## config.mk

```make
export PLATFORM = sky130hd
export DESIGN_NAME = pi_ctrl_top
export DESIGN_NICKNAME = d
export VERILOG_FILES = /design/src/hdl/pi_pkg.sv /design/src/hdl/arb_filter.sv /design/src/hdl/phase_accum.sv /design/src/hdl/pi_local_encoder.sv /design/src/hdl/pi_ctrl_top.sv
export SDC_FILE = /design/constraint.sdc
export NUM_CORES = 1
export LEC_CHECK = 0
export BUFFER_PORTS_ARGS = -buffer_cell sky130_fd_sc_hd__buf_4
export CAP_MARGIN = 20
export CELL_PAD_IN_SITES_DETAIL_PLACEMENT = 0
export CELL_PAD_IN_SITES_GLOBAL_PLACEMENT = 1
export CORE_AREA = 2 2 142 144
export DETAILED_ROUTE_END_ITERATION = 12
export DIE_AREA = 0 0 144 146
export PLACE_DENSITY_LB_ADDON = 0.1
export SYNTH_ARGS = -nofsm -noshare
export SYNTH_HDL_FRONTEND = slang
export SYNTH_SLANG_ARGS = --single-unit
```

## constraint.sdc

```tcl
create_clock -name clk_cdr -period 10.3 [get_ports clk_cdr]
set_clock_uncertainty 0.2 [all_clocks]
set_input_delay 0.515 -clock clk_cdr [delete_from_list [all_inputs] [get_ports clk_cdr]]
set_output_delay 0.515 -clock clk_cdr [all_outputs]
set_load 0.02 [all_outputs]
```

## src/hdl/pi_pkg.sv

```systemverilog
package pi_pkg;

	// delay units, one mixer enable each
	localparam int unsigned N_UNIT = 32;

	// qperi, max_sel_mux and the coarse phase number
	localparam int unsigned UNIT_W = 5;

	// fine blend bits at the bottom of the phase code
	localparam int unsigned N_BLENDER = 4;

	localparam int unsigned CODE_W = UNIT_W + N_BLENDER;

	// even/odd phase number into the two mux stages
	localparam int unsigned PH_W = 4;

	// complete control word for the analog PI
	typedef struct packed {
		logic [3:0][1:0]             mux_1st_even;
		logic [3:0][1:0]             mux_1st_odd;
		logic [1:0]                  mux_2nd_even;
		logic [1:0]                  mux_2nd_odd;
		logic [2**N_BLENDER-1:0]     thm_sel_bld;
	} pi_sel_t;

	// software override of the quarter period
	typedef struct packed {
		logic              en;
		logic [UNIT_W-1:0] val;
	} ext_qperi_t;

	// accumulator command, decoded from the loop strobes
	typedef enum logic [1:0] {
		CMD_HOLD,
		CMD_UP,
		CMD_DN,
		CMD_LOAD
	} acc_cmd_e;

endpackage

```

## src/hdl/arb_filter.sv

```systemverilog
`timescale 1ns/100ps

module arb_filter #(
	parameter int unsigned FILT_LEN = 4
) (
	input  logic                      clk_cdr,
	input  logic                      rstb,
	input  logic [pi_pkg::N_UNIT-1:0] arb_out,
	output logic [pi_pkg::N_UNIT-1:0] arb_held
);

	localparam int unsigned CNT_W = $clog2(FILT_LEN + 1);

	// two-flop synchronizer
	logic [pi_pkg::N_UNIT-1:0] arb_meta;
	logic [pi_pkg::N_UNIT-1:0] arb_sync;

	// synchronized word from the previous edge
	logic [pi_pkg::N_UNIT-1:0] arb_prev;

	logic [CNT_W-1:0] stable_cnt;
	logic [CNT_W-1:0] stable_nxt;

	always_ff @(posedge clk_cdr or negedge rstb) begin
		if (!rstb) begin
			arb_meta <= '0;
			arb_sync <= '0;
		end else begin
			arb_meta <= arb_out;
			arb_sync <= arb_meta;
		end
	end

	// count of consecutive edges that have seen the current synchronized word,
	// including this one; saturates at FILT_LEN
	always_comb begin
		if (arb_sync != arb_prev) begin
			stable_nxt = CNT_W'(1);
		end else if (stable_cnt == CNT_W'(FILT_LEN)) begin
			stable_nxt = stable_cnt;
		end else begin
			stable_nxt = stable_cnt + CNT_W'(1);
		end
	end

	always_ff @(posedge clk_cdr or negedge rstb) begin
		if (!rstb) begin
			arb_prev   <= '0;
			stable_cnt <= '0;
		end else begin
			arb_prev   <= arb_sync;
			stable_cnt <= stable_nxt;
		end
	end

	// held word moves only once the new value has settled;
	// shorter excursions restart the count and never get here
	always_ff @(posedge clk_cdr or negedge rstb) begin
		if (!rstb) begin
			arb_held <= '0;
		end else if (stable_nxt == CNT_W'(FILT_LEN)) begin
			arb_held <= arb_sync;
		end
	end

endmodule

```

## src/hdl/phase_accum.sv

```systemverilog
`timescale 1ns/100ps

module phase_accum #(
	parameter int unsigned STEP_W = 4
) (
	input  logic                      clk_cdr,
	input  logic                      rstb,
	input  logic                      up,
	input  logic                      dn,
	input  logic                      load,
	input  logic [STEP_W-1:0]         step,
	input  logic [pi_pkg::CODE_W-1:0] load_code,
	input  logic [pi_pkg::UNIT_W-1:0] max_sel_mux,
	output logic [pi_pkg::CODE_W-1:0] ctl
);

	// one spare bit so the period length (up to 512) fits
	localparam int unsigned PER_W = pi_pkg::CODE_W + 1;

	pi_pkg::acc_cmd_e cmd;

	logic [pi_pkg::UNIT_W:0]   per_units;
	logic [PER_W-1:0]          per_len;
	logic [PER_W-1:0]          code_ext;
	logic [PER_W-1:0]          step_ext;
	logic [PER_W-1:0]          sum_up;
	logic [PER_W-1:0]          sum_dn;
	logic [pi_pkg::UNIT_W-1:0] ld_phase;
	logic [pi_pkg::CODE_W-1:0] code_nxt;

	// load wins, opposing strobes cancel
	always_comb begin
		if (load) begin
			cmd = pi_pkg::CMD_LOAD;
		end else if (up && !dn) begin
			cmd = pi_pkg::CMD_UP;
		end else if (dn && !up) begin
			cmd = pi_pkg::CMD_DN;
		end else begin
			cmd = pi_pkg::CMD_HOLD;
		end
	end

	// period is max_sel_mux+1 units of 16 codes
	assign per_units = {1'b0, max_sel_mux} + (pi_pkg::UNIT_W + 1)'(1);
	assign per_len   = {per_units, {pi_pkg::N_BLENDER{1'b0}}};
	assign code_ext  = {1'b0, ctl};
	assign step_ext  = PER_W'(step);

	always_comb begin
		sum_up = code_ext + step_ext;
		if (sum_up >= per_len) begin
			sum_up = sum_up - per_len;
		end
		// borrow from the period on underflow
		if (code_ext >= step_ext) begin
			sum_dn = code_ext - step_ext;
		end else begin
			sum_dn = code_ext + per_len - step_ext;
		end
	end

	// blend bits are below one unit, only the coarse phase needs folding
	assign ld_phase = pi_pkg::UNIT_W'(load_code[pi_pkg::CODE_W-1:pi_pkg::N_BLENDER] % per_units);

	always_comb begin
		case (cmd)
			pi_pkg::CMD_UP:   code_nxt = sum_up[pi_pkg::CODE_W-1:0];
			pi_pkg::CMD_DN:   code_nxt = sum_dn[pi_pkg::CODE_W-1:0];
			pi_pkg::CMD_LOAD: code_nxt = {ld_phase, load_code[pi_pkg::N_BLENDER-1:0]};
			default:          code_nxt = ctl;
		endcase
	end

	always_ff @(posedge clk_cdr or negedge rstb) begin
		if (!rstb) begin
			ctl <= '0;
		end else begin
			ctl <= code_nxt;
		end
	end

endmodule

```

## src/hdl/pi_local_encoder.sv

```systemverilog
`timescale 1ns/100ps

module pi_local_encoder (
	input  logic                      clk_cdr,
	input  logic                      rstb,
	input  logic [pi_pkg::CODE_W-1:0] ctl,
	input  logic [pi_pkg::N_UNIT-1:0] arb_out,
	input  pi_pkg::ext_qperi_t        ext_qperi,
	output pi_pkg::pi_sel_t           sel,
	output logic [pi_pkg::UNIT_W-1:0] qperi,
	output logic [pi_pkg::UNIT_W-1:0] max_sel_mux,
	output logic [pi_pkg::N_UNIT-1:0] en_mixer
);

	localparam int unsigned N_THM = 2**pi_pkg::N_BLENDER;
	localparam logic [N_THM-1:0] THM_ONES = '1;

	logic [pi_pkg::UNIT_W-1:0]    int_qperi;
	logic [pi_pkg::UNIT_W-1:0]    phase;
	logic [pi_pkg::N_BLENDER-1:0] blend;
	logic [pi_pkg::UNIT_W:0]      phase_inc;
	logic [pi_pkg::N_BLENDER:0]   blend_inc;

	logic [pi_pkg::PH_W-1:0] ph_even_d;
	logic [pi_pkg::PH_W-1:0] ph_odd_d;
	logic [N_THM-1:0]        thm_d;

	logic [pi_pkg::PH_W-1:0] ph_num_even;
	logic [pi_pkg::PH_W-1:0] ph_num_odd;
	logic [N_THM-1:0]        thm_q;

	// first-stage mux k; parks at 3 or 0 when the number lives in another group,
	// so the unused mux sits next to the boundary for a clean handover
	function automatic logic [1:0] first_sel(input logic [pi_pkg::PH_W-1:0] num,
		input int k);
		logic [1:0] res;
		if (num[pi_pkg::PH_W-1:2] == 2'(k)) begin
			res = num[1:0];
		end else if ({1'b0, num} == (pi_pkg::PH_W + 1)'(4 * (k + 1))) begin
			res = 2'd3;
		end else begin
			res = 2'd0;
		end
		return res;
	endfunction

	// quarter period from the first 1-to-0 step in the arbiter word
	always_comb begin
		int_qperi = pi_pkg::UNIT_W'(pi_pkg::N_UNIT - 1);
		// walk down so the lowest match is the one kept
		for (int i = pi_pkg::N_UNIT - 1; i >= 1; i--) begin
			if (arb_out[i-1] && !arb_out[i]) begin
				int_qperi = pi_pkg::UNIT_W'(i);
			end
		end
	end

	assign qperi = ext_qperi.en ? ext_qperi.val : int_qperi;

	// highest mux code in use is always odd
	assign max_sel_mux = qperi[0] ? qperi : qperi - pi_pkg::UNIT_W'(1);
	assign en_mixer    = pi_pkg::N_UNIT'(1) << max_sel_mux;

	assign phase     = ctl[pi_pkg::CODE_W-1:pi_pkg::N_BLENDER];
	assign blend     = ctl[pi_pkg::N_BLENDER-1:0];
	assign phase_inc = {1'b0, phase} + (pi_pkg::UNIT_W + 1)'(1);
	assign blend_inc = {1'b0, blend} + (pi_pkg::N_BLENDER + 1)'(1);

	// even path wraps back to 0 at the top of the period
	assign ph_even_d = (phase == max_sel_mux) ? '0 : phase_inc[pi_pkg::PH_W:1];
	assign ph_odd_d  = phase[pi_pkg::PH_W:1];

	// even phase fills up with blend, odd phase drains
	assign thm_d = phase[0] ? (THM_ONES >> blend_inc) : (THM_ONES >> (~blend));

	always_ff @(posedge clk_cdr or negedge rstb) begin
		if (!rstb) begin
			ph_num_even <= '0;
			ph_num_odd  <= '0;
			thm_q       <= '0;
		end else begin
			ph_num_even <= ph_even_d;
			ph_num_odd  <= ph_odd_d;
			thm_q       <= thm_d;
		end
	end

	always_comb begin
		sel = '0;
		for (int k = 0; k < 4; k++) begin
			sel.mux_1st_even[k] = first_sel(ph_num_even, k);
			sel.mux_1st_odd[k]  = first_sel(ph_num_odd, k);
		end
		// second stage picks the group
		sel.mux_2nd_even = ph_num_even[pi_pkg::PH_W-1:2];
		sel.mux_2nd_odd  = ph_num_odd[pi_pkg::PH_W-1:2];
		sel.thm_sel_bld  = thm_q;
	end

endmodule

```

## src/hdl/pi_ctrl_top.sv

```systemverilog
`timescale 1ns/100ps

module pi_ctrl_top #(
	parameter int unsigned FILT_LEN = 4,
	parameter int unsigned STEP_W   = 4
) (
	input  logic                      clk_cdr,
	input  logic                      rstb,
	input  logic [pi_pkg::N_UNIT-1:0] arb_out,
	input  logic                      up,
	input  logic                      dn,
	input  logic [STEP_W-1:0]         step,
	input  logic                      load,
	input  logic [pi_pkg::CODE_W-1:0] load_code,
	input  pi_pkg::ext_qperi_t        ext_qperi,
	output pi_pkg::pi_sel_t           sel,
	output logic [pi_pkg::UNIT_W-1:0] qperi,
	output logic [pi_pkg::UNIT_W-1:0] max_sel_mux,
	output logic [pi_pkg::N_UNIT-1:0] en_mixer,
	output logic [pi_pkg::CODE_W-1:0] pi_code
);

	// filtered arbiter word into the encoder
	logic [pi_pkg::N_UNIT-1:0] arb_held;

	arb_filter #(
		.FILT_LEN (FILT_LEN)
	) arb_filter_i (
		.clk_cdr  (clk_cdr),
		.rstb     (rstb),
		.arb_out  (arb_out),
		.arb_held (arb_held)
	);

	// wrap uses max_sel_mux from the encoder
	phase_accum #(
		.STEP_W (STEP_W)
	) phase_accum_i (
		.clk_cdr     (clk_cdr),
		.rstb        (rstb),
		.up          (up),
		.dn          (dn),
		.load        (load),
		.step        (step),
		.load_code   (load_code),
		.max_sel_mux (max_sel_mux),
		.ctl         (pi_code)
	);

	pi_local_encoder pi_local_encoder_i (
		.clk_cdr     (clk_cdr),
		.rstb        (rstb),
		.ctl         (pi_code),
		.arb_out     (arb_held),
		.ext_qperi   (ext_qperi),
		.sel         (sel),
		.qperi       (qperi),
		.max_sel_mux (max_sel_mux),
		.en_mixer    (en_mixer)
	);

endmodule

```

### Word-level counts from Yosys, hierarchy flattened

Cells that the tools add are included.

* add/sub/neg operators: 10
* div/mod/pow operators: 1
* magnitude comparators: 2
* equal/unequal tests: 19
* shifts and indexed selects: 3
* muxes and demuxes: 56
* bitwise logic cells: 1
* reduce and logical (&&, ||, !) cells: 67

Operator list (count)
* 5-bit 2-to-1 mux: 31
* 2-bit 2-to-1 mux: 17
* 1-bit logical AND: 32
* 1-bit logical NOT: 32
* 32-bit inequality test: 1
* 1-bit by 5-bit left shift with 32-bit output (first input constant): 1
* 9-bit case mux with 3 select lines: 1
* 9-bit 2-to-1 mux: 2
* 9-bit by 4-bit subtractor with 9-bit output: 2
* 4-bit equality test (second input constant): 4
* 16-bit 2-to-1 mux: 1
* 16-bit by 4-bit right shift with 16-bit output (first input constant): 1
* 16-bit by 5-bit right shift with 16-bit output (first input constant): 1
* 2-bit equality test (second input constant): 6
* 9-bit by 4-bit adder with 10-bit output: 1
* 10-bit >= comparator: 1
* 9-bit adder: 1
* 9-bit by 4-bit >= comparator with 1-bit output: 1
* 9-bit subtractor: 1
* 4-bit by 3-bit equality test with 1-bit output (second input constant): 2
* 5-bit by 1-bit adder with 6-bit output (second input constant): 1
* 2-bit by 1-bit equality test with 1-bit output (second input constant): 3
* 3-bit equality test (second input constant): 2
* 5-bit by 6-bit remainder unit with 6-bit output: 1
* other kinds (11): 13

* bits in registers: 163
* input port bits: 56
* output and inout bits: 87
* word-level logic and storage cells: 168

### Logic depth before layout (Yosys ltp)

Gate-level depths: netlist of run 1.

* word-level depth: 40
* depth in mapped cells: 46
* mapped depth without buffers: 46

### Hierarchy

A second synthesis of run 1 with hierarchy kept.

* cell total of the unflattened synthesis: 849
* area total of the unflattened synthesis: 9379.0 um^2

By module, submodules not included
* arb_filter: instances 1, cells an instance 224, area an instance 4259.1 um^2, sequential area each 3278.1 um^2
* phase_accum: instances 1, cells an instance 353, area an instance 2861.5 um^2, sequential area each 225.2 um^2
* pi_local_encoder: instances 1, cells an instance 272, area an instance 2258.4 um^2, sequential area each 600.6 um^2

### Least setup slack after synthesis of run 1

Ideal clock, no wire load.

* kind: input port to flip-flop
* from: in ext_qperi[5] in the netlist's numbering
* to: reg phase_accum_i.ctl[8] in the netlist's numbering
* library setup time: 119 ps
* arrival time: 7705 ps
* required time: 9981 ps
* slack: 2277 ps
* cell stages on the path: 39
* path buffers: 1
* cell sequence: clkbuf_1 -> a221oi_1 -> o221ai_1 -> o221ai_1 -> nor2_1 -> inv_1 -> ha_1 -> o21ai_1 -> xor2_1 -> inv_1 -> ha_1 -> inv_1 -> ha_1 -> o21ai_0 -> a21oi_1 -> a21oi_1 -> a31oi_1 -> ha_1 -> (+3 left out) -> mux2_2 -> a22o_1 -> ha_1 -> a21o_1 -> a21oi_1 -> a31oi_4 -> a21oi_1 -> ha_1 -> nor2b_1 -> o21ai_0 -> nor2b_1 -> a21boi_0 -> o21ai_0 -> nand2b_1 -> nand2_1 -> o221ai_1 -> a311oi_1 -> a21bo_1

* longest elaborated chain between the ends: 8
* elaborated cells between the ends (all ways): 12
* those cells by class: add/sub: 5; div: 1; order compare: 1; mux: 5

Ends and longest elaborated chain
* start, declared: RTL line pi_ctrl_top.sv:15 `input pi_pkg::ext_qperi_t ext_qperi,`
* 5-bit 2-to-1 mux (*): RTL line pi_local_encoder.sv:58 `assign qperi = ext_qperi.en ? ext_qperi.val : int_qperi;`
* named net qperi, one bit: RTL line pi_ctrl_top.sv:17 `output logic [pi_pkg::UNIT_W-1:0] qperi,`
* 5-bit by 1-bit subtractor with 5-bit output: RTL line pi_local_encoder.sv:61 `assign max_sel_mux = qperi[0] ? qperi : qperi - pi_pkg::UNIT_W'(1);`
* 5-bit 2-to-1 mux (*): RTL line pi_local_encoder.sv:61
* named net max_sel_mux, one bit: RTL line pi_ctrl_top.sv:18 `output logic [pi_pkg::UNIT_W-1:0] max_sel_mux,`
* 5-bit by 1-bit adder with 6-bit output (*): RTL line phase_accum.sv:45 `assign per_units = {1'b0, max_sel_mux} + (pi_pkg::UNIT_W + 1)'(1);`
* parallel branches: the longest is 3 deep, another holds 5-bit by 6-bit remainder unit with 6-bit output
* 9-bit case mux with 3 select lines (*): RTL line phase_accum.sv:67 `case (cmd)`
* end signal, assigned: RTL line phase_accum.sv:79 `ctl <= code_nxt;`
* end, declared: RTL line phase_accum.sv:14 `output logic [pi_pkg::CODE_W-1:0] ctl`

Mark *: on every way through the listed nets, which the timed path passes.
A chain may end at the register's enable or synchronous reset.

### Worst setup path after layout of run 1

* from: reg arb_filter_i.arb_held[15] in the netlist's numbering
* to: reg phase_accum_i.ctl[8] in the netlist's numbering

* longest elaborated chain between the ends: 25
* elaborated cells between the ends (all ways): 31
* those cells by class: add/sub: 5; div: 1; order compare: 1; mux: 21; reduce/logical: 3

Ends and longest elaborated chain
* start, declared: RTL line arb_filter.sv:9 `output logic [pi_pkg::N_UNIT-1:0] arb_held`
* start signal, assigned: RTL line arb_filter.sv:62 `arb_held <= arb_sync;`
* 1-bit logical AND or 1-bit logical NOT (tied branches): RTL line pi_local_encoder.sv:52 `if (arb_out[i-1] && !arb_out[i]) begin`
* 5-bit 2-to-1 mux or 1-bit logical AND (tied branches): RTL line pi_local_encoder.sv:52
* 5-bit 2-to-1 mux (*) (15 in a row): RTL line pi_local_encoder.sv:52
* 5-bit 2-to-1 mux (*): RTL line pi_local_encoder.sv:58
* 5-bit by 1-bit subtractor with 5-bit output: RTL line pi_local_encoder.sv:61
* 5-bit 2-to-1 mux (*): RTL line pi_local_encoder.sv:61
* 5-bit by 1-bit adder with 6-bit output (*): RTL line phase_accum.sv:45
* parallel branches: the longest is 3 deep, another holds 5-bit by 6-bit remainder unit with 6-bit output
* 9-bit case mux with 3 select lines (*): RTL line phase_accum.sv:67

Every way passes the cells marked *.

==> key figures, run 1 <==
Timing
  • Fmax: 110 MHz
  • Final setup vio count: 0
  • RSZ-0062 raised after global routing: false
  • Period minus WS final: 9.05 ns
  • Final worst slack: 1.25 ns
  • Final Max Slew Viols: 0
  • Final hold viol count: 0
  • Slew of the pin with the lowest slew margin: 0.778 ns
  • Final worst path period share: 0.879
  • Slew margin rel.: 0.480
  • Final setup TNS: 0 ns

Min path
  • Min-Delay Path Depth: 3
  • Hold_sp: load_code[1]
  • Hold Path Class: in2reg
  • Hold Path End: phase_accum_i.ctl[1]

Critical path
  • Slowest stage cell, crit path: dfrtp_1
  • CP endpoint kind: register
  • Type of origin of the critical path: register
  • CP required: approximately 10 ns
  • CP Depth: 40
  • Worst r2r src: arb_filter_i.arb_held[15]
  • Cell with the most instances on the worst path: ha_1
  • CP max FO: 8
  • RR Endpoint: phase_accum_i.ctl[8]
  • Critical path type: reg2reg
  • CP delay by family, top: compound AO/OA/AOI/OAI gates
  • Reg2reg path depth: 40
  • Delay of the slowest critical-path stage: roughly 0.45 ns
  • Worst R2R Setup Slack: 1.25 ns
  • CP bufs+invs: 4
  • Arr. time, crit path: 9.17 ns

Pwr
  • Pwr per Cell Area: 206 nW/um^2
  • Maximum VDD drop: 0.153 mV
  • Design Power: 0.00222 W
  • Leakage: 5.10 nW

Floorplanning
  • Chip height: 146 um
  • Area of the die: 21000 um^2
  • Starting Density: 0.449
  • Num rows: a little over 50
  • # IOs: 143
  • Core area: 19300 um^2
  • Die outline width: 144 um

Drt
  • Initial DRC count: 329
  • Routed WL per cell: 17.2 um
  • Residual DRC: 0
  • WL final: 21400 um
  • Avg Vias per Cell: 5.24
  • Antenna Nets Post-Route: 0
  • Vias post-DR: roughly 6500
  • DR pass1 iterations: 5

Placement
  • I/O Buffers: 125
  • Placed Area: 9820 um^2
  • Pre-CTS setup slack: 1.30 ns
  • Post-DP HPWL: 16100 um
  • Placer Congestion: 0.836

GRT
  • Initial antenna violation count: 1
  • Gr usage total: 0.211
  • GRT met2 Usage: 0.328
  • Global Route met3 Usage: 0.0395
  • Remaining Overflow, GRT: 0
  • First-pass GRT wire length: 34600 um
  • Vias in the first global route: 6520
  • Pin count of the biggest net entering global routing: between 80 and 90
  • M1 GR Usage: 0.304
  • Top Usage Layer GRT: met2

Clock tree
  • CTS tree: built
  • Inserted Clock Buffers: 17
  • Clk sinks: 163
  • Max H-tree Level: 4
  • Clock root buffer: clkbuf_16
  • Max clock buf depth: 2
  • Setup Fix Bufs, Post-CTS: 0
  • Clock Latency Late Sink: 0.43 ns
  • Clock transition at the registers of the reported paths: about 0.070 ns

Layout
  • Layout cells sized above 1: 0.217
  • Design Area, Final: between 10000 and 15000 um^2
  • Area grow syn2layout: 23.9%
  • Nets: about 1100
  • Antenna diodes: 0

Run status
  • Outcome: finished, final reports clean

Synthesis
  • Top_reg_cell synth: dfrtp_1
  • Mapped cell area: 8690 um^2
  • #FFs+latches synth: 163
  • Yosys cell types: 73
  • Post-Syn Instances: 810
  • Register area share after synthesis: 0.470
  • Post-synth EDFFs: 0
  • Synth warn: 0
  • Avg Inst Size Synth: 10.7 um^2
  • Async SR Flop Fraction: 1.00

Job
  • Max-capacitance violation count: 0
[Yosys cell counts (11+ instances only)]
cell type	count	area (um^2)
inv_1	59	221
nand2b_1	15	93.8
nor2_1	57	214
o21ai_0	28	140
nand3_1	15	75.1
clkbuf_1	14	52.6
xor2_1	46	403
buf_4	21	158
dfrtp_1	163	4080
xnor2_1	21	184
ha_1	53	663
nand2_1	38	143
and2_1	18	113
nor3_1	11	55.1
a21oi_1	26	130
mux2_2	36	405
nor2b_1	20	125
[timing repair]
item                                   CTS  global route
resized for setup                        0             0
hold buffers                            33             0
endpoints found under the hold margin  108             0
[how the worst max path moves through the flow]
stage                              start                    to
2_1_floorplan               ext_qperi[5]  phase_accum_i.ctl[8]
3_3_place_gp                ext_qperi[5]  phase_accum_i.ctl[8]
3_5_place_dp                ext_qperi[5]  phase_accum_i.ctl[8]
4_1_cts        arb_filter_i.arb_held[15]  phase_accum_i.ctl[8]
5_1_grt        arb_filter_i.arb_held[15]  phase_accum_i.ctl[8]
6_report       arb_filter_i.arb_held[15]  phase_accum_i.ctl[8]
[flip-flops by register name (all words and copies together) (netlist names)]
signal                          count
arb_filter_i.arb_sync              32
arb_filter_i.arb_prev              32
arb_filter_i.arb_meta              32
arb_filter_i.stable_cnt             3
pi_local_encoder_i.thm_q           16
pi_local_encoder_i.ph_num_even      4
phase_accum_i.ctl                   9
pi_local_encoder_i.ph_num_odd       4
arb_filter_i.arb_held              31
[logic make-up (layout without fill, tap and decap cells)]
family / after synthesis / count (layout) / share of synthesized area
XOR/XNOR: 69 / 69 / 0.0739
adder cells (fa/ha/maj): 58 / 58 / 0.0879
AO/OA/AOI/OAI: 154 / 154 / 0.128
other: 2 / 18 / 0.000865
buffers and inverters: 100 / 256 / 0.0523
multiplexers: 44 / 44 / 0.0563
flip-flops: 163 / 163 / 0.470
AND/OR/NAND/NOR: 220 / 220 / 0.131
[power breakdown]
group	switching [W]	internal, W	total, W
Sequential	0.0000798	0.000699	0.000779
Combinational	0.000468	0.000350	0.000818
Clock	0.000296	0.000329	0.000625
[metrics by stage]
| stage | util | hold slack, ns | instances |
|---|---|---|---|
| floorplan | - | 0.0194 | 826 |
| global placement | 0.508 | 0.132 | 1181 |
| detailed placement | 0.508 | 0.135 | 1181 |
| CTS | 0.555 | 0.0888 | 1246 |
| global route | 0.557 | 0.0936 | 1247 |
| finish | 0.557 | 0.0961 | 1247 |
[cells in the final DEF (no fill, tap or decap), drive strengths merged, types with 8 or more instances in the layout]
cell type,netlist,final
o211ai,8,8
conb,2,18
and2,18,18
xor2,47,47
a21oi,26,26
inv,60,67
clkbuf,14,19
dlygate4sd3,0,33
nand3,15,15
a211oi,8,8
nor2b,20,20
buf,24,129
nor4,10,10
o21ai,33,33
nor2,58,58
and3,10,10
mux2i,8,8
ha,53,53
nand2b,15,15
xnor2,22,22
o221ai,9,9
mux2,36,36
dfrtp,163,163
nand2,39,39
nor3,11,11
[layout make-up]
cell class	instances	area (um^2)
repair buffers	162	1320
inverters	62	233
well taps	265	332
clock buffers	19	443
flip-flops and latches	163	4080
fillers	1726	8570
clock inverters	13	138
multi-input cells	563	4210
[worst register-to-register path: cells and delay by family (launching register included)]
kind / cells / cell delay (ns)
AOI/OAI and AO/OA: 22 / 4.58
adders and majority gates: 6 / 1.61
and+or+nand+nor: 7 / 1.13
buffers and inverters: 4 / 0.56
xor gates and xnor gates: 1 / 0.40
DFF: 1 / 0.45
[metal layers]
layer	up-vias	share of wire	wire length [um]
met5	-	0	0
li1	3110	-	-
met4	0	0.015	322
met2	198	0.45	9670
met1	3196	0.49	10400
met3	25	0.048	1020
Note: power is estimated with default switching activity, not from simulation.
==> run 2, diff against run 1 <==
- BUFFER_PORTS_ARGS: -buffer_cell sky130_fd_sc_hd__buf_4 -> -buffer_cell sky130_fd_sc_hd__buf_2
- MAX_ROUTING_LAYER: default -> met4
==> run 2 against run 1 <==
Net effect: hold slack worse by 0.0024 ns; register-to-register slack better by 0.17 ns; die area unchanged; clock power about the same; routed wire length down 2.2%; largest power group is now registers.
==> key figures, run 2 (synthesis results as in run 1) <==
Timing
  • Final setup TNS: 0 ns (unchanged)
  • Hold WS: 0.0937 ns (-0.00239 ns)
  • Fmax: 113 MHz (+1.9%)
  • Final setup vio count: 0 (unchanged)
  • Final Max Slew Viols: 0 (unchanged)
  • Final hold viol count: 0 (unchanged)
  • Period minus WS final: 8.89 ns (-0.165 ns)
  • Slew margin rel.: 0.471 (-0.00816)
  • RSZ-0062 raised after global routing: false
  • Final worst slack: 1.41 ns (+0.165 ns)
  • Final worst path period share: 0.863 (-0.0160)
  • Slew of the pin with the lowest slew margin: 0.790 ns (+0.0122 ns)

Placement
  • I/O Buffers: 125 (unchanged)
  • Placer Congestion: 0.867 (+3.7%)
  • Post-DP HPWL: 15600 um (-2.6%)
  • Pre-CTS setup slack: 1.40 ns (+0.0983 ns)
  • Placed Area: 9510 um^2 (-3.2%)

Critical path
  • Arr. time, crit path: 9.01 ns (-0.16 ns)
  • Worst R2R Setup Slack: 1.41 ns (+0.17 ns)
  • CP max FO: 8 (unchanged)
  • Type of origin of the critical path: register
  • Delay of the slowest critical-path stage: 0.44 ns (about the same)
  • Reg2reg path depth: 40 (unchanged)
  • Worst r2r src: arb_filter_i.arb_held[15]
  • Slowest stage cell, crit path: dfrtp_1
  • Cell with the most instances on the worst path: ha_1
  • RR Endpoint: phase_accum_i.ctl[8]
  • Critical path type: reg2reg
  • CP endpoint kind: register
  • CP required: 10.42 ns (about the same)

Drt
  • Avg Vias per Cell: 5.18 (-1.1%)
  • Initial DRC count: 294 (-11%)
  • Antenna Nets Post-Route: 0 (unchanged)
  • DR pass1 iterations: 5 (unchanged)
  • WL final: 21000 um (-2.2%)
  • Residual DRC: 0 (unchanged)
  • Routed WL per cell: 16.8 um (-2.2%)
  • Vias post-DR: 6457 (-1.1%)

Clock tree
  • Clock root buffer: clkbuf_16
  • Post-CTS resize count: 0 (unchanged)
  • Clk sinks: 163 (unchanged)
  • CTS tree: built
  • Clock Latency Late Sink: 0.43 ns (about the same)
  • Clock transition at the registers of the reported paths: 0.07 ns (about the same)
  • Max H-tree Level: 4 (unchanged)
  • Max clock buf depth: 2 (unchanged)
  • Inserted Clock Buffers: 17 (unchanged)

Pwr
  • Design Power: 0.00217 W (-2.3%)
  • Pwr per Cell Area: 208 nW/um^2 (+0.58%)
  • Leakage: 5.02 nW (-1.4%)
  • Maximum VDD drop: 0.122 mV (-20%)

Layout
  • Multi-input gate area: 4210 um^2 (unchanged)
  • Area grow syn2layout: 20.3%
  • Biggest regs: arb_filter_i.arb_meta (32), arb_filter_i.arb_prev (32), arb_filter_i.arb_sync (32)
  • Register Area: 4080 um^2 (unchanged)
  • Commonest non-fill, non-tap cell in the layout: dfrtp_1
  • Layout fillers: 1752 (+1.5%)
  • Design Area, Final: 10500 um^2 (-2.8%)
  • Antenna diodes: 0 (unchanged)
  • Layout cells sized above 1: 0.218 (+0.00102)
  • Most frequent cells in the layout: dfrtp_1 (163), buf_2 (124), inv_1 (59)
  • Nets: 1083 (unchanged)

Floorplanning
  • Chip height: 146 um (unchanged)
  • Core area: 19300 um^2 (unchanged)
  • Die outline width: 144 um (unchanged)
  • # IOs: 143 (unchanged)
  • Starting Density: 0.449 (unchanged)
  • Area of the die: 21000 um^2 (unchanged)
  • Num rows: 51 (unchanged)

GRT
  • Remaining Overflow, GRT: 0 (unchanged)
  • Gr usage total: 0.213 (+0.00195)
  • First-pass GRT wire length: 33700 um (-2.6%)
  • Initial antenna violation count: 0 (-1)
  • Vias in the first global route: 6415 (-1.6%)
  • Pin count of the biggest net entering global routing: 85 (-3.4%)

Job
  • Max-capacitance violation count: 0 (unchanged)

Run status
  • Outcome: finished, final reports clean

Min path
  • Min-Delay Path Depth: 3 (unchanged)
  • Hold Path Class: in2reg
  • Hold_sp: load_code[1]
  • Hold Path End: phase_accum_i.ctl[1]
[run 2: changes by cell type in the layout (fill, tap and decap cells not counted)]
| cell | change |
|---|---|
| buf_2 | +124 |
| buf_4 | -124 |
| clkbuf_1 | -1 |
| clkbuf_8 | +1 |
| clkinv_2 | +2 |
| clkinv_4 | -2 |
| clkinvlp_4 | -1 |
| inv_6 | +1 |
[run 2: worst max path at each step]
| stage | depth (start not counted) | to | startpoint |
|---|---|---|---|
| CTS | 40 | phase_accum_i.ctl[8] | arb_filter_i.arb_held[15] |
| floorplan | 39 | phase_accum_i.ctl[8] | ext_qperi[5] |
| finish | 40 | phase_accum_i.ctl[8] | arb_filter_i.arb_held[15] |
| global route | 40 | phase_accum_i.ctl[8] | arb_filter_i.arb_held[15] |
| detailed placement | 40 | phase_accum_i.ctl[8] | ext_qperi[5] |
| global placement | 40 | phase_accum_i.ctl[8] | ext_qperi[5] |
[run 2: power breakdown]
group | switching, W | total, W | internal [W]
Clock | 0.000288 | 0.000623 | 0.000335
Sequential | 0.0000777 | 0.000777 | 0.000699
Combinational | 0.000464 | 0.000771 | 0.000307
[run 2: layer usage]
layer / global-route usage / vias to the layer above / wire, um
met1: 0.304 / 3125 / 10300
met5: - / - / 0
met2: 0.313 / 197 / 9340
li1: - / 3113 / -
met4: 0.0618 / 0 / 323
met3: 0.0365 / 22 / 983
[run 2: layout make-up]
cell class,instances,share of cell area
Clock inverter,13,0.0126
Clock buffer,19,0.0433
Tap cell,265,0.0317
Sequential cell,163,0.390
Timing Repair Buffer,162,0.0968
Inverter,62,0.0223
Multi-Input combinational cell,563,0.403
[run 2: stage by stage]
stage / cells / utilization
5_1_grt: 1247 / 0.541
2_1_floorplan: 826 / -
4_1_cts: 1246 / 0.539
3_3_place_gp: 1181 / 0.492
6_report: 1247 / 0.541
3_5_place_dp: 1181 / 0.492
[run 2: what timing repair did]
action,4_1_cts,5_1_grt
hold endpoints to repair,111,0
hold buffers,33,0
buffers inserted,0,0
endpoints found under the setup margin,0,0
[run 2: worst max-delay path: cells and delay by family (launching register included)]
kind                       cells  cell delay [ns]
AOI/OAI and AO/OA             22             4.48
xor gates and xnor gates       1             0.41
adders and majority gates      6             1.57
buffers and inverters          4             0.56
DFF                            1             0.44
and+or+nand+nor                7             1.14
